$ cat config.mk
export PLATFORM = sky130hd
export DESIGN_NAME = output_skid
export DESIGN_NICKNAME = d
export VERILOG_FILES = /design/src/source/usb_ep_pkg.sv /design/src/source/output_skid.sv
export SDC_FILE = /design/constraint.sdc
export NUM_CORES = 1
export LEC_CHECK = 0
export BUFFER_PORTS_ARGS = -buffer_cell sky130_fd_sc_hd__buf_4
export CAP_MARGIN = 20
export CORE_ASPECT_RATIO = 1.5
export CORE_MARGIN = 2
export CORE_UTILIZATION = 49
export CTS_CLUSTER_SIZE = 16
export DETAILED_ROUTE_END_ITERATION = 10
export GPL_ROUTABILITY_DRIVEN = 0
export HOLD_SLACK_MARGIN = 0.05
export PLACE_DENSITY_LB_ADDON = 0.15
export SETUP_SLACK_MARGIN = 0.15
export SKIP_LAST_GASP = 1
export SLEW_MARGIN = 20
export SYNTH_ARGS = -nofsm -noshare
export SYNTH_HDL_FRONTEND = slang
export SYNTH_SLANG_ARGS = --single-unit
$ cat constraint.sdc
create_clock -name clock -period 2.9 [get_ports clock]
set_input_delay 0.58 -clock clock [delete_from_list [all_inputs] [get_ports clock]]
set_output_delay 0.58 -clock clock [all_outputs]
set_load 0.1 [all_outputs]
$ cat src/source/usb_ep_pkg.sv
package usb_ep_pkg;

  // USB packet identifiers, low nibble of the PID byte
  typedef logic [3:0] pid_t;

  localparam pid_t PID_DATA0 = 4'b0011;
  localparam pid_t PID_DATA1 = 4'b1011;
  localparam pid_t PID_NAK   = 4'b1010;
  localparam pid_t PID_STALL = 4'b1110;

  // Endpoint states
  typedef enum logic [2:0] {
    ST_HALT,  // Not configured, tokens get a STALL
    ST_IDLE,  // Waiting for an IN token
    ST_SEND,  // Streaming packet bytes to the encoder
    ST_NONE,  // Single beat answer: NAK, STALL or ZDP
    ST_WAIT   // Waiting for ACK or timeout
  } ep_state_t;

  // One beat towards the packet encoder
  typedef struct packed {
    pid_t       pid;   // Repeated on every beat of a packet
    logic       keep;  // Low when the beat carries no byte
    logic       last;
    logic [7:0] data;
  } tx_beat_t;

endpackage

$ cat src/source/output_skid.sv
`timescale 1ns/1ps

module output_skid (
  input  logic                 clock,
  input  logic                 reset_i,
  input  logic                 in_valid_i,
  input  usb_ep_pkg::tx_beat_t in_beat_i,
  output logic                 in_ready_o,
  output logic                 out_valid_o,
  output usb_ep_pkg::tx_beat_t out_beat_o,
  input  logic                 out_ready_i
);
  import usb_ep_pkg::*;

  tx_beat_t spare_q;
  logic     spare_vld_q;
  logic     out_free;
  logic     push;

  assign in_ready_o = ~spare_vld_q;  // Registered, no path from out_ready_i
  assign push       = in_valid_i && in_ready_o;
  assign out_free   = !out_valid_o || out_ready_i;

  always_ff @(posedge clock) begin
    if (reset_i) begin
      out_valid_o <= 1'b0;
      spare_vld_q <= 1'b0;
    end else if (out_free) begin
      out_valid_o <= spare_vld_q || push;
      spare_vld_q <= 1'b0;
    end else if (push) begin
      spare_vld_q <= 1'b1;  // Output stalled, park the beat
    end
  end

  always_ff @(posedge clock) begin
    if (out_free) begin
      out_beat_o <= spare_vld_q ? spare_q : in_beat_i;
    end else if (push) begin
      spare_q <= in_beat_i;
    end
  end

endmodule

[Word level (Yosys, flattened, before mapping)]
Index checks and enable logic that the tools add are counted.
Word-level totals
  bits in registers: 30
  bits of input ports: 18
  memory bits (read-only): 0
  memories: 0
  bits in writable memories: 0
  bits in latches: 0
  output and inout port bits: 16
  logic and storage cells: 19
Cells by class
  reduce and logical (&&, ||, !) cells: 6
  order comparisons: 0
  shift operators: 0
  divide/modulo/power cells: 0
  muxes and demuxes: 1
  bitwise operators: 2
  equality and inequality tests: 0
  $add $sub $neg: 0
  $mul: 0
Operator list (count)
  two-way mux 14 bit: 1
  logical OR 1 bit: 2
  NOT 1 bit: 2
  AND reduction 2 bit: 1
  OR reduction 2 bit: 1
  logical AND 1 bit: 1
  zero test 1 bit: 1

[Longest topological paths before layout]
  word-level depth: 4
  gate-level depth with buffers: 4
  mapped depth without buffers: 2

[Least setup slack after synthesis]
Ideal clock, no wire load.
  path kind: flip-flop to flip-flop
  from: reg out_valid_o
  to: reg spare_q[0] (netlist bit) (enable)
  clock period less this slack: 3.139 ns
  path slack: -0.239 ns
  data required time: 2.494 ns
  library setup time: 0.406 ns
  cell stages (with the launch flop): 3
  arrival: 2.733 ns
  path buffers: 0
  cells stage by stage: dfxtp_1 > nand2b_1 > nor3b_1
Between the ends
  longest elaborated chain between the ends: 4
RTL lines
  start, declared: line output_skid.sv:9  | output logic out_valid_o,
  start signal, assigned: line output_skid.sv:29  | out_valid_o <= spare_vld_q || push;
  zero test 1 bit: line output_skid.sv:22  | assign out_free = !out_valid_o || out_ready_i;
  logical OR 1 bit: line output_skid.sv:22
  via out_free: line output_skid.sv:17  | logic out_free;
  NOT 1 bit (no line)
  AND reduction 2 bit (no line)
  end signal, assigned: line output_skid.sv:40  | spare_q <= in_beat_i;
  end, declared: line output_skid.sv:15  | tx_beat_t spare_q;
The timed path passes the listed nets, and every way through them passes these cells.
A chain may end at the register's enable or synchronous reset.

[Worst setup path after layout]
  from: reg spare_vld_q
  to: out in_ready_o
Between the ends
  longest elaborated chain between the ends: 1
RTL lines
  start, declared: line output_skid.sv:16  | logic spare_vld_q;
  start signal, assigned: line output_skid.sv:27  | spare_vld_q <= 1'b0;
  start signal, assigned: line output_skid.sv:30  | spare_vld_q <= 1'b0;
  start signal, assigned: line output_skid.sv:32  | spare_vld_q <= 1'b1;
  NOT 1 bit: line output_skid.sv:20  | assign in_ready_o = ~spare_vld_q;
  end, declared: line output_skid.sv:8  | output logic in_ready_o,
Every way passes these cells.

==> run metrics <==
post-synthesis adder-cell area fraction 0%; CP max stage cell dfxtp_1; HPWL after DPL 1190 µm; Worst setup SP type register; clock share of power 24.6%; max-slew violation total from the final report 0; io pins 34; Fillers 172; XOR/XNOR share of the synthesized area 0%; FP Rows 21; Least-Margin Pin Slew 281 ps; vias in the first global route 593; global route overflow 0; number of port buffers 33; Syn Nets 70; Yosys reg bits 30; worst reg2reg setup slack 1550 ps; RSZ-0062 raised after global routing false; crit path cell chain buf_4 -> inv_1 -> buf_4; Reg power frac 54.4%; clock buffer depth 2; end point of the critical path in_ready_o; Hold Buf Count CTS 0; Core ar. 2210 µm²; # diodes 0; Rel. slew slack 81.4%; R2R depth 2; VDD IR max 0.382 mV; mux contribution to synthesized area 16.3%; HP Class in2reg; Area after DPL 1400 µm²; most frequent cells in the layout buf_4, edfxtp_1, mux2_4, mux2_2, clkbuf_4; post-synth cell types 12; share of layout cells above drive strength 1 60.6%; Data arrival, critical path 1360 ps; pwr dens 638 nW/µm²; TritonRoute pass-1 iters 4; vias 584; fin nets 111; CTS buffer count 5; status complete, no violations; CTS tree built; Avg Cell Area, Syn 21.7 µm²; Die Area 2710 µm²; register area share after synthesis 78.1%; Clock Skews 6.13 ps; worst reg2reg endpoint out_beat_o[3]; vias per cell 4.99; Worst EP required 2320 ps; CP max FO 13; combinational share of power 21.0%; chip height 62.7 µm; TNS Setup 0 ps; Net Sw Power 0.000287 W; Reg clk slew, reported paths 80 ps; largest net degree at the start of global routing 18; most common library cell in the layout ignoring fill and taps buf_4; worst skew pair latency 330 ps; Tot GR Track Use 15.7%; Leak 0.575 nW; Initial Utilization 51.1%; Post-Route WL 1790 µm; design area 1450 µm²; # clock sinks 30; largest family of logic cells by synthesized area multiplexers; Iteration-0 DRC Markers 10; Area growth, synth to finish 28.6%; Die X 43.2 µm; antenna violations before repair 0; CP most frequent cell buf_4; crit end category primary output; first-pass GRT wire length 2790 µm; Final Hold Viols 0; period utilization 67.0%; H-tree Lvls 2; DR WL/cell 15.3 µm; fmax 515 MHz; max incr delay on CP 460 ps; worst r2r src spare_vld_q; Resized cells post-CTS 0; cell count after synthesis 52; Synth Warn # 0; Final setup viols 0; post-CTS setup buffers 0; final worst path period need 1940 ps; Synth Cell Area 1130 µm²; Sw Ratio 31.0%; post-synthesis compound-gate area fraction 0.444%; Max-cap violations 0; DRT antenna net count 0; DRC 0; crit path from spare_vld_q; Int Power 0.000638 W; Simple-Gate Fraction of Synth Area 2.00%; Clk Tree Root Cell clkbuf_4; kind of critical path reg2out
metal layers:
layer	GRT usage [%]	share of wire [%]	wire (µm)	vias up
met5	0	0	0	-
met4	13.6	2.4	42	0
met3	5.78	7.3	131	4
met2	25.0	53	939	27
met1	15.2	38	672	272
li1	-	-	-	281
state kept, by name, indices dropped and copies added, names as in the netlist:
signal and flops:
out_valid_o 1, out_beat_o 14, spare_vld_q 1, spare_q 14
critical path: cells and delay by family, from the launching register on:
kind                   cells  cell delay [ps]
buffers and inverters      3              570
flip-flops                 1              460
cell usage after synthesis:
cell type,count,area (µm²)
mux2_4,7,105
inv_1,1,3.75
nand2b_1,1,6.26
nor3b_1,1,7.51
mux2_2,7,78.8
nor2_1,1,3.75
edfxtp_1,28,841
nor3_1,1,5.00
dfxtp_1,2,40.0
a21oi_1,1,5.00
buf_12,1,20.0
buf_6,1,11.3
power groups by stage:
stage                     logic [W]  registers [W]  clock network [W]
after floorplan           0.0000270       0.000631                  0
after global placement     0.000193       0.000512                  0
after detailed placement   0.000195       0.000513                  0
after CTS                  0.000195       0.000503           0.000242
after global routing       0.000200       0.000505           0.000253
final                      0.000194       0.000503           0.000228
metrics by stage:
step           power [W]  setup WS (ps)  instances  util, %  hold slack (ps)
2_1_floorplan   0.000658            235         52        -              523
3_3_place_gp    0.000705           1160        109     63.4              528
3_5_place_dp    0.000708           1140        109     63.4              535
4_1_cts         0.000940            935        117     65.7              384
5_1_grt         0.000958            861        117     65.7              380
6_report        0.000925            957        117     65.7              404
cells by family after synthesis:
group / after synthesis
multiplexers: 14
buffers and inverters: 3
AO/OA/AOI/OAI: 1
flip-flops: 30
AND/OR/NAND/NOR: 4
worst min path at each step:
| stage | startpoint | to | slack (ps) | depth (start not counted) |
|---|---|---|---|---|
| finish | reset_i | out_valid_o | 400 | 2 |
| global route | reset_i | out_valid_o | 380 | 2 |
| CTS | reset_i | out_valid_o | 380 | 2 |
| detailed placement | spare_q[12] | out_beat_o[12] | 530 | 1 |
| global placement | spare_q[1] | out_beat_o[1] | 530 | 1 |
| floorplan | spare_q[0] | out_beat_o[0] | 520 | 1 |
final cells by class:
cell class | instances | area (µm²) | share of cell area [%]
Clock buffer | 6 | 41.3 | 2.85
Inverter | 1 | 3.75 | 0.259
Clock inverter | 2 | 8.76 | 0.604
Multi-Input combinational cell | 19 | 216 | 14.9
Sequential cell | 30 | 881 | 60.7
Timing Repair Buffer | 36 | 270 | 18.6
Tap cell | 23 | 28.8 | 1.98
Power figures use the tool's default switching activity.
