### src/source/usb_ep_pkg.sv
package usb_ep_pkg;

  // USB packet identifiers, low nibble of the PID byte
  typedef logic [3:0] pid_t;

  localparam pid_t PID_DATA0 = 4'b0011;
  localparam pid_t PID_DATA1 = 4'b1011;
  localparam pid_t PID_NAK   = 4'b1010;
  localparam pid_t PID_STALL = 4'b1110;

  // Endpoint states
  typedef enum logic [2:0] {
    ST_HALT,  // Not configured, tokens get a STALL
    ST_IDLE,  // Waiting for an IN token
    ST_SEND,  // Streaming packet bytes to the encoder
    ST_NONE,  // Single beat answer: NAK, STALL or ZDP
    ST_WAIT   // Waiting for ACK or timeout
  } ep_state_t;

  // One beat towards the packet encoder
  typedef struct packed {
    pid_t       pid;   // Repeated on every beat of a packet
    logic       keep;  // Low when the beat carries no byte
    logic       last;
    logic [7:0] data;
  } tx_beat_t;

endpackage

### src/source/bulk_in_fsm.sv
`timescale 1ns/1ps

module bulk_in_fsm (
  input  logic                 clock,
  input  logic                 reset_i,
  input  logic                 selected_i,
  input  logic                 ack_recv_i,
  input  logic                 timedout_i,
  input  logic                 set_conf_i,
  input  logic                 clr_conf_i,
  input  logic                 frame_ready_i,
  input  logic                 pkt_end_i,
  input  logic                 zdp_pending_i,
  input  logic [7:0]           rd_data_i,
  input  logic                 skid_ready_i,
  output logic                 rd_en_o,
  output logic                 commit_o,
  output logic                 rewind_o,
  output logic                 skid_valid_o,
  output usb_ep_pkg::tx_beat_t skid_beat_o,
  output logic                 stalled_o
);
  import usb_ep_pkg::*;

  ep_state_t state_q;
  ep_state_t state_d;
  logic      configured_q;
  logic      toggle_q;     // Low selects DATA0
  logic      byte_vld_q;   // rd_data_i holds a byte not yet given to the skid
  pid_t      pid_q;        // PID of the answer in progress
  pid_t      data_pid;
  logic      sending;
  logic      accept;
  logic      pid_is_data;

  assign sending     = state_q == ST_SEND;
  assign data_pid    = toggle_q ? PID_DATA1 : PID_DATA0;
  assign pid_is_data = (pid_q == PID_DATA0) || (pid_q == PID_DATA1);
  assign stalled_o   = ~configured_q;

  assign skid_valid_o = (sending && byte_vld_q) || state_q == ST_NONE;
  assign accept       = skid_valid_o && skid_ready_i;

  // Fetch ahead only while the presented byte is not the packet's last
  assign rd_en_o  = sending && skid_ready_i && (!byte_vld_q || !pkt_end_i);
  assign commit_o = state_q == ST_WAIT && ack_recv_i;
  assign rewind_o = state_q == ST_WAIT && timedout_i && !ack_recv_i;

  always_comb begin
    skid_beat_o.pid  = pid_q;
    skid_beat_o.keep = sending;
    skid_beat_o.last = !sending || pkt_end_i;  // Handshakes and ZDPs are one beat
    skid_beat_o.data = sending ? rd_data_i : 8'h00;
  end

  always_comb begin
    state_d = state_q;
    case (state_q)
      ST_HALT: begin
        if (selected_i) state_d = ST_NONE;  // Answer with STALL
        else if (set_conf_i) state_d = ST_IDLE;
      end
      ST_IDLE: begin
        if (!configured_q || clr_conf_i) begin
          state_d = ST_HALT;
        end else if (selected_i) begin
          state_d = (frame_ready_i && !zdp_pending_i) ? ST_SEND : ST_NONE;
        end
      end
      ST_SEND: if (accept && pkt_end_i) state_d = ST_WAIT;
      ST_NONE: begin
        // A ZDP needs a handshake, NAK and STALL do not
        if (accept) state_d = pid_is_data ? ST_WAIT : (configured_q ? ST_IDLE : ST_HALT);
      end
      ST_WAIT: if (ack_recv_i || timedout_i) state_d = ST_IDLE;
      default: state_d = ST_HALT;
    endcase
  end

  always_ff @(posedge clock) begin
    if (reset_i) begin
      state_q      <= ST_HALT;
      configured_q <= 1'b0;
      toggle_q     <= 1'b0;
      byte_vld_q   <= 1'b0;
    end else begin
      state_q <= state_d;
      if (clr_conf_i) configured_q <= 1'b0;
      else if (set_conf_i) configured_q <= 1'b1;
      if (set_conf_i) toggle_q <= 1'b0;
      else if (commit_o) toggle_q <= ~toggle_q;  // Flip only on ACK
      if (rd_en_o) byte_vld_q <= 1'b1;
      else if (accept && sending) byte_vld_q <= 1'b0;
    end
  end

  // PID is chosen when the token is taken
  always_ff @(posedge clock) begin
    if (state_q == ST_HALT && selected_i) begin
      pid_q <= PID_STALL;
    end else if (state_q == ST_IDLE && selected_i) begin
      pid_q <= (frame_ready_i || zdp_pending_i) ? data_pid : PID_NAK;
    end
  end

endmodule

### config.mk
export PLATFORM = sky130hd
export DESIGN_NAME = bulk_in_fsm
export DESIGN_NICKNAME = d
export VERILOG_FILES = /design/src/source/usb_ep_pkg.sv /design/src/source/bulk_in_fsm.sv
export SDC_FILE = /design/constraint.sdc
export NUM_CORES = 1
export LEC_CHECK = 0
export BUFFER_PORTS_ARGS = -buffer_cell sky130_fd_sc_hd__buf_2
export CORE_MARGIN = 3
export CORE_UTILIZATION = 42
export DETAILED_ROUTE_END_ITERATION = 8
export PLACE_DENSITY = 0.86
export SYNTH_ARGS = -nofsm -noshare
export SYNTH_HDL_FRONTEND = slang
export SYNTH_SLANG_ARGS = --single-unit
### constraint.sdc
create_clock -name clock -period 3.3 [get_ports clock]
set_input_delay 0.33 -clock clock [delete_from_list [all_inputs] [get_ports clock]]
set_output_delay 0.33 -clock clock [all_outputs]
set_load 0.01 [all_outputs]
After elaboration in Yosys (flattened, before gate mapping). Index checks and enable logic that the tools add are counted.

Register bits after elaboration: 10. Output and inout port bits: 19.

Multiplexer cells: 16. Bitwise gates (word level): 2. Reduce and logical (&&, ||, !) cells: 30. Eq/ne operators: 11.

Operators by type and width (count): $mux 3 (8); $pmux 3 s5 (1); $logic_and 1x1->1 (12); $mux 4 (2); $mux 8 (1); $logic_or 1x1->1 (7); $eq 3x2->1 const B (2); $logic_not 1->1 (6); $ne 3x3->1 const B (2); $reduce_and 5->1 (1); $eq 4x2->1 const B (1); $eq 4x4->1 const B (1); $mux 1 (4); $ne 2x1->1 const B (2); $reduce_or 2->1 (2); $eq 3x1->1 const B (1); $eq 3x3->1 const B (1); $logic_not 3->1 (1); $ne 2x2->1 const B (1); $not 1->1 (2); $reduce_bool 2->1 (1).

Depth between registers and ports, before layout.
Depth in word-level cells: 7. Gate-level depth with buffers: 5. Mapped depth without buffers: 4.

Worst setup path after synthesis. Ideal clock, no wire load.

Path type: register to output. Start point: reg state_q[1]. End point: out rd_en_o. Data arrival time: 1171 ps. Setup slack: 1799 ps. Stages on the path, launching flop included: 6. Path buffers: 1. Cells stage by stage: dfxtp_1 -> or2b_1 -> nor2_1 -> buf_2 -> nand2_1 -> a21oi_1.

Cells in the longest elaborated chain, start to end: 3.

RTL lines: start: declaration (line bulk_in_fsm.sv:25) `ep_state_t state_q;`; start signal: assignment (line bulk_in_fsm.sv:87) `state_q <= state_d;`; $eq 3x2->1 (line bulk_in_fsm.sv:36) `assign sending = state_q == ST_SEND;`; named net sending (line bulk_in_fsm.sv:32) `logic sending;`; $logic_and 1x1->1 (2 in series) (line bulk_in_fsm.sv:45) `assign rd_en_o = sending && skid_ready_i && (!byte_vld_q || !pkt_end_i);`; end: declaration (line bulk_in_fsm.sv:16) `output logic rd_en_o,`.

The timed path passes the listed nets, and every way through them passes these cells.

Worst setup path in the final report.
Start point: reg state_q[1]. End point: out rd_en_o.

Cells in the longest elaborated chain, start to end: 3.

RTL lines (line): $eq 3x2->1 (bulk_in_fsm.sv:36); $logic_and 1x1->1 (2 in series) (bulk_in_fsm.sv:45).

Every way passes these cells.

==> impl_metrics.tcl <==
set metrics [dict create \
    critPathArrivalTime_ns 1.72 \
    grt-ovfl-total 0 \
    drv_slew 0 \
    p_int_mw 0.300 \
    wirelength_mm 1.41 \
    antennaDiodeCount 0 \
    outcome "completed" \
    worst_slew_pin_slew_ns 0.519 \
    numPortBuffers 36 \
    worstSetupPathType "reg2out" \
    syn-num-nets 93 \
    ys_types 30 \
    drtIter0Drc 13 \
    fin_ws_ns 1.25 \
    dp_hpwl_mm 1.14 \
    yosysWarnings 0 \
    post_cts_buffers 0 \
    max-clock-path-buffers 2 \
    die_area_um2 1820 \
    yosysSeqAreaShare_pct 31.9 \
    grt_pass1_vias 528 \
    p_comb_share_pct 45.5 \
    h-tree-depth 1 \
    clock-sinks 9 \
    ctsResizeCount 0 \
    start_util_pct 47.6 \
    worstSkewPairLatency_ns 0.26 \
    via_count 637 \
    design.core.area_um2 1190 \
    cts.reportedPaths.clkPinSlew_ns 0.06 \
    finalCriticalPeriod_ns 2.05 \
    critPathCaptureType "primary output" \
    area_growth_pct 35.3 \
    cp_max_fo 12 \
    ir_drop_mv 0.347 \
    gp_congestion 0.862 \
    rows 12 \
    drive_above_1_share_pct 40.0 \
    dr.pass1.iters 4 \
    postLayoutCellArea_um2 763 \
    finalPower_mw 0.504 \
    crit_required_ns 2.97 \
    routed_wire_length_per_instance_um 11.3 \
    skew_ns 0.00265 \
    worstSetupStartpointType "flip-flop" \
    vias_per_cell 5.14 \
    dpl-instance-area_um2 737 \
    setup_tns_ns 0 \
    grt_pass1_wl_mm 2.35 \
    hold_viol 0 \
    die_y_um 42.7 \
    cts_made_buffers 3 \
    slew-limit-headroom_pct 65.3 \
    mostFrequentLayoutCells "buf_2 (36), dfxtp_1 (9), and2_1 (8)" \
    drc 0 \
    p_per_area_nw_per_um2 661 \
    p_seq_share_pct 37.3 \
    clockPowerShare_pct 17.2 \
    grt_usage_pct 16.7 \
    ioPinCount 38 \
    ant_nets 0 \
    fmax_mhz 488 \
    final_common_cell "buf_2" \
    synth_area_per_cell_um2 7.63 \
    grt_setup_unrepaired "no" \
    postSynthCellCount 74 \
    place_ws_ns 1.53 \
    p_leak_nw 0.375 \
    grt_antenna_before_repair 0 \
    die_w_um 42.7 \
    fillerInstances 101 \
    syn-cell-area_um2 564 \
    synth-seq-cells 9 \
    fin_crit_sh_pct 62.1 \
    swShare_pct 40.5 \
    holdBufCountCts 0 \
    root_buffer "clkbuf_4" \
    fin_nets 130 \
    drv_cap 0 \
    cts_tree "yes" \
    setup_viol 0 \
    min_path_type "in2reg" \
    grt_max_degree 17 \
    power.switching_mw 0.204 \
]
[cell usage after synthesis]
cell type | number | area (µm²)
a21oi_1 | 6 | 30.0
a311oi_2 | 1 | 15.0
a31oi_1 | 1 | 6.26
and2_1 | 8 | 50.1
and2b_2 | 1 | 8.76
and3_1 | 1 | 6.26
and3b_1 | 1 | 8.76
and4_1 | 1 | 8.76
buf_2 | 2 | 10.0
buf_4 | 2 | 15.0
conb_1 | 1 | 3.75
dfxtp_1 | 9 | 180
inv_1 | 1 | 3.75
inv_2 | 1 | 3.75
nand2_1 | 5 | 18.8
nand2b_1 | 2 | 12.5
nand2b_2 | 1 | 8.76
nand4_1 | 2 | 12.5
nand4b_1 | 1 | 8.76
nor2_1 | 7 | 26.3
nor2b_1 | 2 | 12.5
nor3_1 | 4 | 20.0
nor3b_1 | 1 | 7.51
nor4b_1 | 1 | 8.76
o21ai_0 | 7 | 35.0
o41ai_1 | 1 | 8.76
or2b_1 | 1 | 7.51
or3_1 | 1 | 6.26
or4_4 | 1 | 11.3
xnor2_1 | 1 | 8.76
[layer usage]
metal  track usage (%)  routed length, µm
met5                 0                  0
met4              11.2                 38
met3              2.97                 64
met2              26.0                717
met1              20.5                585
[cells by family after synthesis]
| group | share of synthesized area [%] |
|---|---|
| compound gates | 16.9 |
| xor+xnor | 1.55 |
| buf+inv | 5.76 |
| flops | 31.9 |
| other cells | 0.665 |
| simple gates | 43.2 |
[through the flow]
stage          cells  utilization (%)  hold WS, ns
2_1_floorplan     74                -        0.398
3_3_place_gp     120             62.1        0.433
3_5_place_dp     120             62.1        0.455
4_1_cts          124             64.3        0.261
5_1_grt          124             64.3        0.274
6_report         124             64.3        0.265
[sequential cells by signal, indices dropped and copies added, names as in the netlist]
register and count:
byte_vld_q 1, configured_q 1, pid_q 3, state_q 3
toggle_q 1
[area by class of cell]
class | instances | area, µm² | share of cell area (%)
Timing Repair Buffer | 36 | 180 | 23.6
Multi-Input combinational cell | 59 | 352 | 46.1
Sequential cell | 9 | 180 | 23.6
Clock buffer | 4 | 26.3 | 3.44
Tap cell | 14 | 17.5 | 2.30
Inverter | 2 | 7.51 | 0.984
[power groups by stage]
stage	sequential, mW	clock, mW	combinational, mW
after floorplan	0.182	0	0.168
after global placement	0.187	0	0.227
after detailed placement	0.190	0	0.231
after CTS	0.188	0.0890	0.231
after global routing	0.197	0.0948	0.258
final	0.188	0.0870	0.229
[worst max-delay path, stage by stage (launching register included)]
cell and delay (ns):
dfxtp_1 0.39, or2b_1 0.29, nor2_1 0.42, nand2_1 0.10, a21oi_1 0.12, buf_2 0.14
[path summary, 6_finish.rpt]
check	start	cells past startpoint	slack, ns	endpoint
max	state_q[1]$_SDFFE_PP0P_	5	1.25	rd_en_o
max reg2reg	state_q[0]$_SDFFE_PP0P_	4	1.70	state_q[0]$_SDFFE_PP0P_
min	clr_conf_i	2	0.26	configured_q$_SDFFE_PP0P_
min reg2reg	pid_q[3]$_SDFFE_PP1P_	2	0.46	pid_q[3]$_SDFFE_PP1P_
No activity file was read; power rests on OpenSTA's default activity.
