<file path="config.mk">
export PLATFORM = sky130hd
export DESIGN_NAME = packet_chunker
export DESIGN_NICKNAME = d
export VERILOG_FILES = /design/src/source/packet_chunker.sv
export SDC_FILE = /design/constraint.sdc
export NUM_CORES = 1
export LEC_CHECK = 0
export BUFFER_PORTS_ARGS = -buffer_cell sky130_fd_sc_hd__buf_2
export CAP_MARGIN = 30
export CORE_AREA = 2 2 39 41
export CTS_BUF_LIST = sky130_fd_sc_hd__clkbuf_8 sky130_fd_sc_hd__clkbuf_16
export CTS_CLUSTER_DIAMETER = 60
export DETAILED_ROUTE_END_ITERATION = 7
export DIE_AREA = 0 0 41 43
export REMOVE_ABC_BUFFERS = 1
export SYNTH_ARGS = -nofsm -noshare
export SYNTH_HDL_FRONTEND = slang
export SYNTH_SLANG_ARGS = --single-unit
</file>
<file path="constraint.sdc">
create_clock -name clock -period 1.8 [get_ports clock]
set_input_delay 0.18 -clock clock [delete_from_list [all_inputs] [get_ports clock]]
set_output_delay 0.18 -clock clock [all_outputs]
set_load 0.02 [all_outputs]
</file>
<file path="src/source/packet_chunker.sv">
`timescale 1ns/1ps

module packet_chunker #(
  parameter int MAX_PACKET_SIZE = 512
) (
  input  logic clock,
  input  logic reset_i,
  input  logic byte_read_i,
  input  logic frame_last_i,
  input  logic commit_i,
  input  logic rewind_i,
  output logic pkt_end_o,
  output logic zdp_pending_o
);

  localparam int CW = $clog2(MAX_PACKET_SIZE + 1);
  localparam logic [CW-1:0] FULL_COUNT = CW'(MAX_PACKET_SIZE);

  // Bytes read so far in the current packet, the presented byte included
  logic [CW-1:0] count_q;
  logic          zdp_q;
  logic          full_q;

  assign full_q        = count_q == FULL_COUNT;
  assign pkt_end_o     = frame_last_i || full_q;
  assign zdp_pending_o = zdp_q;

  always_ff @(posedge clock) begin
    if (reset_i) begin
      count_q <= '0;
      zdp_q   <= 1'b0;
    end else begin
      // Both handshakes start a fresh packet
      if (commit_i || rewind_i) begin
        count_q <= '0;
      end else if (byte_read_i) begin
        count_q <= count_q + 1'b1;
      end

      // The last byte read is still on frame_last_i while waiting for the ACK.
      // A committed ZDP has a zero count, so it clears the flag
      if (commit_i) begin
        zdp_q <= frame_last_i && full_q;
      end
    end
  end

endmodule

</file>
### Word level (Yosys, flattened, before mapping)

Cells that the tools add are included.

* flip-flop bits (word level): 11
* bits in latches: 0
* bits in writable memories: 0
* ROM bits: 0
* input bits: 6
* output and inout port bits: 2
* word-level logic and storage cells: 8
* memories: 0

* $add $sub $neg: 1
* $mul: 0
* divide/modulo/power cells: 0
* $lt $le $gt $ge: 0
* equality and inequality tests: 1
* shift operators: 0
* muxes and demuxes: 0
* bitwise logic cells: 0
* reductions and logical operators: 4

Operator list (count)
* 10-bit by 1-bit adder with 10-bit output (second input constant): 1
* 10-bit == test (second input constant): 1
* 1-bit logical OR: 2
* 2-bit OR reduction: 1
* 1-bit logical AND: 1

### Longest topological paths before layout

Gate-level depths: netlist (run 1).

* depth after elaboration: 2
* mapped depth: 5
* gate-level depth less buffers: 5

### Worst setup path before layout (run 1)

Ideal clock, no wire load.

* path kind: register -> register
* start point: reg count_q[0]
* end point: reg count_q[8]
* arrival: 1.313 ns
* required time: 1.729 ns
* slack: 0.416 ns
* cell stages (with the launch flop): 5
* buffers on the path: 0
* period minus slack after synthesis: 1.384 ns
* cells stage by stage: dfxtp_1 -> ha_1 -> nand4_2 -> or4_1 -> a21oi_1

* word-level cells in the longest chain between the ends: 1

Ends and longest elaborated chain
* start: declaration: line 20 `logic [CW-1:0] count_q;`
* start signal: assignment: line 37 `count_q <= count_q + 1'b1;`
* 10-bit by 1-bit adder with 10-bit output: line 37

No other way between the ends.
A chain may end at the register's enable or synchronous reset.

### Worst setup path after layout (run 1)

* start point: reg count_q[0]
* end point: out pkt_end_o

* word-level cells in the longest chain between the ends: 2

Ends and longest elaborated chain
* 10-bit == test: line 24 `assign full_q = count_q == FULL_COUNT;`
* 1-bit logical OR: line 25 `assign pkt_end_o = frame_last_i || full_q;`
* end: declaration: line 12 `output logic pkt_end_o,`

No other way between the ends.

==> results of run 1 <==
[sequential cells by signal (all words and copies together) (netlist names)]
signal,count
count_q,10
zdp_pending_o,1
[worst max-delay path: stages (launching register included)]
cell     delay [ns]
dfxtp_1        0.40
inv_1          0.07
ha_1           0.20
nor2b_1        0.15
a31o_2         0.20
buf_2          0.15
[final timing paths]
| check | slack [ns] | cells past startpoint | endpoint |
|---|---|---|---|
| setup / recovery | 0.22 | 5 | pkt_end_o |
| hold / removal | 0.10 | 2 | zdp_pending_o |
| setup reg to reg | 0.33 | 4 | count_q[8] |
| hold reg to reg | 0.46 | 2 | zdp_pending_o |
[cells in the final DEF, fill, tap and decap left out, drive strengths merged, types with 2 or more instances in the layout]
cell type / n
dfxtp: 11
buf: 7
a21oi: 6
nor2: 5
inv: 4
nand4: 4
nand2: 3
o31ai: 3
or4: 3
clkbuf: 3
nand3: 3
or3: 3
o21ai: 2
xnor2: 2
xor2: 2
ha: 2
[cell families after synthesis]
kind of cell,Yosys count,share of synthesized area (%)
xor+xnor,4,6.47
flops,11,40.6
fa+ha+maj,2,4.62
compound gates,12,13.2
mux,1,1.85
simple gates,26,29.6
buf+inv,5,3.69
[power by group]
| part | internal (uW) | total, uW | switching [uW] | leakage (uW) |
|---|---|---|---|---|
| Clock | 150 | 242 | 92.1 | 0.0000269 |
| Combinational | 9.67 | 20.6 | 10.9 | 0.000106 |
| Sequential | 245 | 246 | 1.08 | 0.0000886 |
| Total | 404 | 508 | 104 | 0.000222 |
[cell type report]
type | instances | area (sq um)
clock buffer | 3 | 41.3
timing repair buffer | 7 | 35.0
fill | 143 | 751
sequential | 11 | 220
clock inverter | 1 | 3.75
tap | 16 | 20.0
multi-input combinational | 45 | 302
inverter | 3 | 11.3
[cells in the mapped netlist (all sizes together)]
| master | n | share of area, % |
|---|---|---|
| nor2b | 1 | 1.2 |
| o31ai | 3 | 4.2 |
| ha | 2 | 4.6 |
| nand2b | 1 | 1.2 |
| nor2 | 5 | 3.5 |
| or3 | 3 | 3.7 |
| clkbuf | 1 | 0.69 |
| nand3 | 3 | 3.7 |
| o21ai | 2 | 1.8 |
| a21oi | 6 | 5.5 |
| xnor2 | 2 | 3.2 |
| nand4 | 4 | 5.8 |
| nor4bb | 1 | 1.8 |
| nor4 | 1 | 1.2 |
| xor2 | 2 | 3.2 |
| buf | 1 | 0.92 |
| nand2 | 3 | 2.1 |
| dfxtp | 11 | 41 |
| mux2i | 1 | 1.8 |
| nor3b | 1 | 1.4 |
| or4 | 3 | 4.2 |
| inv | 3 | 2.1 |
| a31o | 1 | 1.6 |
[per-stage QoR]
stage,hold WS [ns],total power (uW),util [%],cells
finish,0.103,508,45.8,86
global route,0.117,523,45.8,86
CTS,0.0992,514,45.8,86
detailed placement,0.350,272,42.5,82
global placement,0.349,271,42.5,82
floorplan,0.249,260,-,59
[routing by layer]
layer	wire length, microns	GRT usage [%]	part of all wire [%]
met5	0	0	0
met4	23	12.0	2.2
met3	50	3.14	4.7
met2	468	19.7	44
met1	516	18.6	49
==> impl_metrics.xml, run 1 <==
<?xml version="1.0" encoding="UTF-8"?>
<metrics>
  <group name="die">
    <metric name="floorplan.core_area" unit="sq um">1380</metric>
    <metric name="fp-row-count" unit="">14</metric>
    <metric name="i_o_pins" unit="">8</metric>
    <metric name="die_w" unit="microns">41</metric>
    <metric name="die_area" unit="sq um">1760</metric>
    <metric name="start_util" unit="%">39.2</metric>
    <metric name="die_h" unit="microns">43</metric>
  </group>
  <group name="critical_path">
    <metric name="cp_data_arrival_time" unit="ns">1.40</metric>
    <metric name="worst_path_fanout_max" unit="">5</metric>
    <metric name="setup.worst_path.start" unit="">count_q[0]</metric>
    <metric name="worstReg2RegStart" unit="">count_q[0]</metric>
    <metric name="worstSetupPathType" unit="">flop to output pin</metric>
    <metric name="crit_path_end_kind" unit="">output pin</metric>
    <metric name="worstPathRequired" unit="ns">1.62</metric>
    <metric name="timing.critical_path.from_type" unit="">flop</metric>
  </group>
  <group name="route">
    <metric name="drc" unit="">0</metric>
    <metric name="route.detailed.vias_per_inst" unit="">5.58</metric>
    <metric name="route.final.wire_length" unit="mm">1.06</metric>
    <metric name="wl_per_cell" unit="microns">12.3</metric>
    <metric name="first_drt_pass_iteration_count" unit="">4</metric>
    <metric name="postRouteAntennaNets" unit="">0</metric>
    <metric name="drt_first_iter_violations" unit="">4</metric>
    <metric name="vias" unit="">480</metric>
  </group>
  <group name="clocking">
    <metric name="clkLatencyLatePin" unit="ns">0.24</metric>
    <metric name="cts_hold_buffers" unit="">0</metric>
    <metric name="cts_max_path_buffers" unit="">2</metric>
    <metric name="htree_levels" unit="">1</metric>
    <metric name="cts_repair_resize_count" unit="">0</metric>
    <metric name="worst_setup_hold_path_clk_slew" unit="ns">0.05</metric>
    <metric name="cts.sinks" unit="">11</metric>
    <metric name="cts.root.buffer_cell" unit="">clkbuf_8</metric>
    <metric name="post_cts.repair.setup_buffers" unit="">0</metric>
    <metric name="tritoncts" unit="">done</metric>
    <metric name="cts-buffers-inserted" unit="">3</metric>
  </group>
  <group name="grt">
    <metric name="grt_antenna_before_repair" unit="">0</metric>
    <metric name="maximum_number_of_pins_on_one_net_before_global_route_repair" unit="">11</metric>
    <metric name="globalRoute.totalOverflow" unit="">0</metric>
    <metric name="grt_pass1_vias" unit="">416</metric>
    <metric name="grt_pass1_wl" unit="mm">1.70</metric>
    <metric name="grt_usage" unit="%">14.5</metric>
  </group>
  <group name="timing">
    <metric name="min_period_over_period" unit="%">87.5</metric>
    <metric name="max_slew_margin" unit="%">72.5</metric>
    <metric name="finClkSkew" unit="ns">0.00238</metric>
    <metric name="setup_ws" unit="ns">0.225</metric>
    <metric name="setup_total_neg_slack" unit="ns">0</metric>
    <metric name="rsz_0062_raised_after_global_routing" unit="">no</metric>
    <metric name="hold_violations" unit="">0</metric>
    <metric name="report.final.slew_viol_count" unit="">0</metric>
    <metric name="final-setup-viol-count" unit="">0</metric>
    <metric name="timing_worst_slew_pin_value" unit="ns">0.409</metric>
    <metric name="finalWorstPathRequiredPeriod" unit="ns">1.58</metric>
    <metric name="fmax" unit="MHz">635</metric>
  </group>
  <group name="placement">
    <metric name="port-buffer-count" unit="">7</metric>
    <metric name="globalplace.congestion" unit="">0.690</metric>
    <metric name="placedInstanceArea" unit="sq um">588</metric>
    <metric name="place_hpwl" unit="microns">739</metric>
    <metric name="worst_setup_slack_post_dpl" unit="ns">0.334</metric>
  </group>
  <group name="yosys">
    <metric name="ys.warnings.count" unit="">0</metric>
    <metric name="syn-cell-area" unit="sq um">542</metric>
    <metric name="synth_seq_cells" unit="">11</metric>
    <metric name="yosysSeqAreaShare" unit="%">40.6</metric>
    <metric name="netlist_instances" unit="">61</metric>
    <metric name="post_synth_num_cell_types" unit="">26</metric>
    <metric name="postSynthAreaPerCell" unit="sq um">8.88</metric>
  </group>
  <group name="worst_hold_path">
    <metric name="hold_start" unit="">reset_i</metric>
    <metric name="hold_path_class" unit="">input port to flop</metric>
  </group>
  <group name="finish">
    <metric name="final_layout_size_suffix_gt1_share" unit="%">20.0</metric>
    <metric name="antenna-diode-count" unit="">0</metric>
    <metric name="final_cell_area" unit="sq um">633</metric>
    <metric name="flow.area_growth_from_synthesis" unit="%">16.9</metric>
    <metric name="fin_nets" unit="">79</metric>
  </group>
  <group name="run">
    <metric name="max_cap_viol_count" unit="">0</metric>
  </group>
  <group name="run_status">
    <metric name="status" unit="">finished clean</metric>
  </group>
  <group name="pwr">
    <metric name="max-vdd-ir-drop" unit="mV">0.390</metric>
    <metric name="cell_pwr_density" unit="nW/um^2">803</metric>
    <metric name="static_leakage" unit="uW">0.000222</metric>
  </group>
</metrics>
No activity file was read; power rests on OpenSTA's default activity.
==> run 2: changes to the inputs <==
Settings changed: GPL_TIMING_DRIVEN from default to 0.
==> impl_metrics.xml, run 2 (synthesis gave the netlist of run 1 again) <==
<?xml version="1.0" encoding="UTF-8"?>
<metrics>
  <group name="route">
    <metric name="wl_met3" unit="microns">41</metric>
    <metric name="drc" unit="">0</metric>
    <metric name="route.top_layer_used" unit="">met4</metric>
    <metric name="m1WireLength" unit="microns">528</metric>
    <metric name="first_drt_pass_iteration_count" unit="">4</metric>
    <metric name="vias" unit="">455</metric>
    <metric name="route.final.wire_length" unit="mm">1.02</metric>
    <metric name="drt_first_iter_violations" unit="">4</metric>
    <metric name="routed-wl-met2" unit="microns">441</metric>
    <metric name="postRouteAntennaNets" unit="">0</metric>
    <metric name="route.detailed.vias_per_inst" unit="">5.29</metric>
    <metric name="wl_per_cell" unit="microns">11.8</metric>
  </group>
  <group name="timing">
    <metric name="finClkSkew" unit="ns">0.00126</metric>
    <metric name="hold_violations" unit="">0</metric>
    <metric name="whs" unit="ns">0.107</metric>
    <metric name="fmax" unit="MHz">637</metric>
    <metric name="report.final.slew_viol_count" unit="">0</metric>
    <metric name="rsz_0062_raised_after_global_routing" unit="">no</metric>
    <metric name="min_period_over_period" unit="%">87.2</metric>
    <metric name="timing_worst_slew_pin_value" unit="ns">0.388</metric>
    <metric name="final-setup-viol-count" unit="">0</metric>
    <metric name="setup_total_neg_slack" unit="ns">0</metric>
    <metric name="finalWorstPathRequiredPeriod" unit="ns">1.57</metric>
    <metric name="max_slew_margin" unit="%">73.9</metric>
  </group>
  <group name="finish">
    <metric name="layout.cells.most_common" unit="">dfxtp_1</metric>
    <metric name="flow.area_growth_from_synthesis" unit="%">16.9</metric>
    <metric name="largest_reg_flops" unit="">10</metric>
    <metric name="final.fill_count" unit="">144</metric>
    <metric name="most-common-layout-cells" unit="">dfxtp_1 (11), buf_2 (7), a21oi_1 (6)</metric>
    <metric name="fin_nets" unit="">79</metric>
    <metric name="largest_register" unit="">count_q</metric>
    <metric name="antenna-diode-count" unit="">0</metric>
    <metric name="final_layout_size_suffix_gt1_share" unit="%">20.0</metric>
  </group>
  <group name="clocking">
    <metric name="cts_repair_resize_count" unit="">0</metric>
    <metric name="cts.sinks" unit="">11</metric>
    <metric name="post_cts.repair.setup_buffers" unit="">0</metric>
    <metric name="cts_hold_buffers" unit="">0</metric>
    <metric name="cts-buffers-inserted" unit="">3</metric>
    <metric name="worst_setup_hold_path_clk_slew" unit="ns">0.05</metric>
    <metric name="cts_max_path_buffers" unit="">2</metric>
    <metric name="clkLatencyLatePin" unit="ns">0.23</metric>
    <metric name="cts.root.buffer_cell" unit="">clkbuf_8</metric>
    <metric name="htree_levels" unit="">1</metric>
    <metric name="tritoncts" unit="">done</metric>
  </group>
  <group name="grt">
    <metric name="maximum_number_of_pins_on_one_net_before_global_route_repair" unit="">11</metric>
    <metric name="grt_pass1_vias" unit="">390</metric>
    <metric name="grt_pass1_wl" unit="mm">1.63</metric>
    <metric name="globalRoute.totalOverflow" unit="">0</metric>
    <metric name="grt_usage" unit="%">14.2</metric>
    <metric name="grt_antenna_before_repair" unit="">0</metric>
  </group>
  <group name="critical_path">
    <metric name="cp_data_arrival_time" unit="ns">1.39</metric>
    <metric name="worstSetupPathType" unit="">flop to output pin</metric>
    <metric name="worst-r2r-setup-slack" unit="ns">0.30</metric>
    <metric name="timing.critical_path.from_type" unit="">flop</metric>
    <metric name="worstPathRequired" unit="ns">1.62</metric>
    <metric name="crit_path_end_kind" unit="">output pin</metric>
    <metric name="worst_path_fanout_max" unit="">5</metric>
  </group>
  <group name="pwr">
    <metric name="static_leakage" unit="uW">0.000222</metric>
    <metric name="max-vdd-ir-drop" unit="mV">0.307</metric>
    <metric name="cell_pwr_density" unit="nW/um^2">797</metric>
    <metric name="power" unit="uW">505</metric>
  </group>
  <group name="placement">
    <metric name="port-buffer-count" unit="">7</metric>
    <metric name="globalplace.congestion" unit="">0.667</metric>
    <metric name="place_hpwl" unit="microns">716</metric>
  </group>
  <group name="die">
    <metric name="floorplan.core_area" unit="sq um">1380</metric>
    <metric name="die_area" unit="sq um">1760</metric>
    <metric name="start_util" unit="%">39.2</metric>
    <metric name="fp-row-count" unit="">14</metric>
    <metric name="die_h" unit="microns">43</metric>
    <metric name="i_o_pins" unit="">8</metric>
    <metric name="die_w" unit="microns">41</metric>
  </group>
  <group name="worst_hold_path">
    <metric name="hold_path_class" unit="">input port to flop</metric>
  </group>
  <group name="run_status">
    <metric name="status" unit="">finished clean</metric>
  </group>
  <group name="run">
    <metric name="max_cap_viol_count" unit="">0</metric>
  </group>
</metrics>
run 2: cell counts in the layout (fill, tap and decap cells not counted):
Identical to the previous run, type by type.
run 2: cell type report:
cell class / count / area (sq um) / area share [%]
tap: 16 / 20.0 / 3.16
inverter: 3 / 11.3 / 1.78
clock buffer: 3 / 41.3 / 6.52
timing repair buffer: 7 / 35.0 / 5.53
clock inverter: 1 / 3.75 / 0.593
sequential: 11 / 220 / 34.8
multi-input combinational: 45 / 302 / 47.6
run 2: metal layers:
metal	track usage [%]	vias to the layer above
met5	0	-
met1	17.5	203
li1	-	242
met2	18.8	8
met3	3.14	2
met4	14.0	0
run 2: metrics by stage:
stage | instance area (sq um) | std cells | util (%) | worst slack (ns)
2_1_floorplan | 533 | 59 | - | 0.415
3_3_place_gp | 588 | 82 | 42.5 | 0.317
3_5_place_dp | 588 | 82 | 42.5 | 0.293
4_1_cts | 633 | 86 | 45.8 | 0.211
5_1_grt | 633 | 86 | 45.8 | 0.122
6_report | 633 | 86 | 45.8 | 0.230
run 2: path summary, 6_finish.rpt:
| kind | start | to | cells after the start |
|---|---|---|---|
| max | count_q[0] | pkt_end_o | 5 |
| min | reset_i | zdp_pending_o | 2 |
| max reg2reg | count_q[0] | count_q[8] | 4 |
| min reg2reg | zdp_pending_o | zdp_pending_o | 2 |
run 2: report_power, final:
part           leakage [uW]  total, uW  switching [uW]  internal (uW)
clock network     0.0000269        238            89.0            149
logic              0.000106       20.3            10.8           9.55
registers         0.0000886        246            1.13            245
total              0.000222        505             101            404
run 2: worst max-delay path, stage by stage, from the launching register on:
cell and delay, ns:
dfxtp_1 0.41, inv_1 0.07, ha_1 0.18, nor2b_1 0.14, a31o_2 0.20, buf_2 0.15
==> run 3: changes to the inputs <==
Clock period 1.8 ns to 1.66 ns, I/O delays scaled along.
==> impl_metrics.xml, run 3 (synthesis gave the netlist of run 1 again) <==
<?xml version="1.0" encoding="UTF-8"?>
<metrics>
  <group name="critical_path">
    <metric name="setup.worst_path.start" unit="">count_q[0]</metric>
    <metric name="crit_path_end_kind" unit="">output pin</metric>
    <metric name="endpoint" unit="">pkt_end_o</metric>
    <metric name="timing.critical_path.from_type" unit="">flop</metric>
    <metric name="worstPathRequired" unit="ns">1.49</metric>
    <metric name="critical-path-top-delay-family" unit="">flip-flops</metric>
    <metric name="worstSetupPathType" unit="">flop to output pin</metric>
    <metric name="crit-reg2reg-capture" unit="">count_q[8]</metric>
    <metric name="worst-r2r-setup-slack" unit="ns">0.16</metric>
    <metric name="crit_path_max_incr_delay" unit="ns">0.41</metric>
    <metric name="cp_slowest_cell" unit="">dfxtp_1</metric>
    <metric name="cp.depth" unit="">5</metric>
    <metric name="worst_path_fanout_max" unit="">5</metric>
    <metric name="worstReg2RegStart" unit="">count_q[0]</metric>
    <metric name="timing.critical_path.cells" unit="">inv_1 &gt; ha_1 &gt; nor2b_1 &gt; a31o_2 &gt; buf_2</metric>
    <metric name="cp_data_arrival_time" unit="ns">1.39</metric>
    <metric name="critical_path.n_buffers_inverters" unit="">2</metric>
    <metric name="worst_r2r_path_depth" unit="">4</metric>
  </group>
  <group name="route">
    <metric name="drc" unit="">0</metric>
    <metric name="route.detailed.vias_per_inst" unit="">5.36</metric>
    <metric name="vias" unit="">461</metric>
    <metric name="drt_first_iter_violations" unit="">5</metric>
    <metric name="wl_per_cell" unit="microns">11.7</metric>
    <metric name="postRouteAntennaNets" unit="">0</metric>
    <metric name="route.final.wire_length" unit="mm">1.01</metric>
    <metric name="first_drt_pass_iteration_count" unit="">2</metric>
  </group>
  <group name="finish">
    <metric name="antenna-diode-count" unit="">0</metric>
    <metric name="most-common-layout-cells" unit="">dfxtp_1 (11), buf_2 (7), a21oi_1 (6)</metric>
    <metric name="final.fill_count" unit="">141</metric>
    <metric name="final_layout_size_suffix_gt1_share" unit="%">21.4</metric>
    <metric name="fin_nets" unit="">79</metric>
    <metric name="layout.cells.most_common" unit="">dfxtp_1</metric>
    <metric name="layout.core_utilization" unit="%">46.2</metric>
    <metric name="flow.area_growth_from_synthesis" unit="%">18.0</metric>
    <metric name="largest_reg_flops" unit="">10</metric>
    <metric name="largest_register" unit="">count_q</metric>
    <metric name="final_cell_area" unit="sq um">639</metric>
  </group>
  <group name="run">
    <metric name="max_cap_viol_count" unit="">0</metric>
  </group>
  <group name="clocking">
    <metric name="cts.sinks" unit="">11</metric>
    <metric name="worst_setup_hold_path_clk_slew" unit="ns">0.05</metric>
    <metric name="htree_levels" unit="">1</metric>
    <metric name="cts-buffers-inserted" unit="">3</metric>
    <metric name="tritoncts" unit="">done</metric>
    <metric name="cts.root.buffer_cell" unit="">clkbuf_8</metric>
    <metric name="clkLatencyLatePin" unit="ns">0.23</metric>
    <metric name="post_cts.repair.setup_buffers" unit="">0</metric>
    <metric name="cts_max_path_buffers" unit="">2</metric>
  </group>
  <group name="timing">
    <metric name="max_slew_margin" unit="%">76.2</metric>
    <metric name="timing_worst_slew_pin_value" unit="ns">0.358</metric>
    <metric name="hold_violations" unit="">0</metric>
    <metric name="rsz_0062_raised_after_global_routing" unit="">no</metric>
    <metric name="final-setup-viol-count" unit="">0</metric>
    <metric name="min_period_over_period" unit="%">93.7</metric>
    <metric name="fmax" unit="MHz">643</metric>
    <metric name="setup_total_neg_slack" unit="ns">0</metric>
    <metric name="report.final.slew_viol_count" unit="">0</metric>
    <metric name="finalWorstPathRequiredPeriod" unit="ns">1.55</metric>
    <metric name="finClkSkew" unit="ns">0.00227</metric>
  </group>
  <group name="pwr">
    <metric name="max-vdd-ir-drop" unit="mV">0.330</metric>
    <metric name="static_leakage" unit="uW">0.000223</metric>
    <metric name="power" unit="uW">546</metric>
    <metric name="cell_pwr_density" unit="nW/um^2">854</metric>
  </group>
  <group name="grt">
    <metric name="globalRoute.totalOverflow" unit="">0</metric>
    <metric name="grt_antenna_before_repair" unit="">0</metric>
    <metric name="grt_pass1_wl" unit="mm">1.63</metric>
    <metric name="grt_usage" unit="%">14.2</metric>
    <metric name="maximum_number_of_pins_on_one_net_before_global_route_repair" unit="">11</metric>
    <metric name="grt_pass1_vias" unit="">390</metric>
  </group>
  <group name="worst_hold_path">
    <metric name="hold_path_class" unit="">input port to flop</metric>
  </group>
  <group name="placement">
    <metric name="place_hpwl" unit="microns">716</metric>
    <metric name="globalplace.congestion" unit="">0.667</metric>
    <metric name="port-buffer-count" unit="">7</metric>
    <metric name="placedInstanceArea" unit="sq um">588</metric>
  </group>
  <group name="die">
    <metric name="fp-row-count" unit="">14</metric>
    <metric name="die_h" unit="microns">43</metric>
    <metric name="die_w" unit="microns">41</metric>
    <metric name="start_util" unit="%">39.2</metric>
    <metric name="floorplan.core_area" unit="sq um">1380</metric>
    <metric name="i_o_pins" unit="">8</metric>
    <metric name="die_area" unit="sq um">1760</metric>
  </group>
  <group name="run_status">
    <metric name="status" unit="">finished clean</metric>
  </group>
</metrics>
[run 3: layer usage]
metal / GRT usage [%] / routed length (microns) / vias to the layer above
li1: - / - / 243
met1: 17.5 / 508 / 208
met2: 18.8 / 448 / 8
met3: 3.14 / 41 / 2
met4: 14.0 / 8 / 0
met5: 0 / 0 / -
[run 3: worst min path at each step]
stage / startpoint / end / cells past startpoint
2_1_floorplan: reset_i / zdp_pending_o / 1
3_3_place_gp: reset_i / zdp_pending_o / 2
3_5_place_dp: reset_i / zdp_pending_o / 2
4_1_cts: reset_i / zdp_pending_o / 2
5_1_grt: reset_i / zdp_pending_o / 2
6_report: reset_i / zdp_pending_o / 2
[run 3: power by group]
part	total (uW)	switching [uW]	internal (uW)	leakage [uW]
clock network	257	95.4	162	0.0000269
logic	22.0	11.7	10.4	0.000108
registers	267	1.23	265	0.0000886
[run 3: timing repair]
action | CTS | global route
endpoints found under the setup margin | 0 | 1
hold buffers | 0 | 0
resized for setup | 0 | 1
[run 3: area by class of cell]
class	count	area [sq um]	share of cell area (%)
clock buffer	3	41.3	6.46
inverter	3	11.3	1.76
sequential	11	220	34.4
tap	16	20.0	3.13
multi-input combinational	45	308	48.1
timing repair buffer	7	35.0	5.48
clock inverter	1	3.75	0.587
[run 3: worst reg2reg max path, delay by kind of cell, from the launching register on]
kind	cells	cell delay (ns)
and+or+nand+nor	2	0.66
adders and majority gates	1	0.21
AOI/OAI and AO/OA	1	0.14
DFF	1	0.41
[run 3: per-stage QoR]
step	instances	setup WS [ns]	hold slack, ns
finish	86	0.105	0.0947
global route	86	0.0417	0.104
CTS	86	0.0854	0.0871
detailed placement	82	0.153	0.340
global placement	82	0.177	0.336
floorplan	59	0.275	0.235
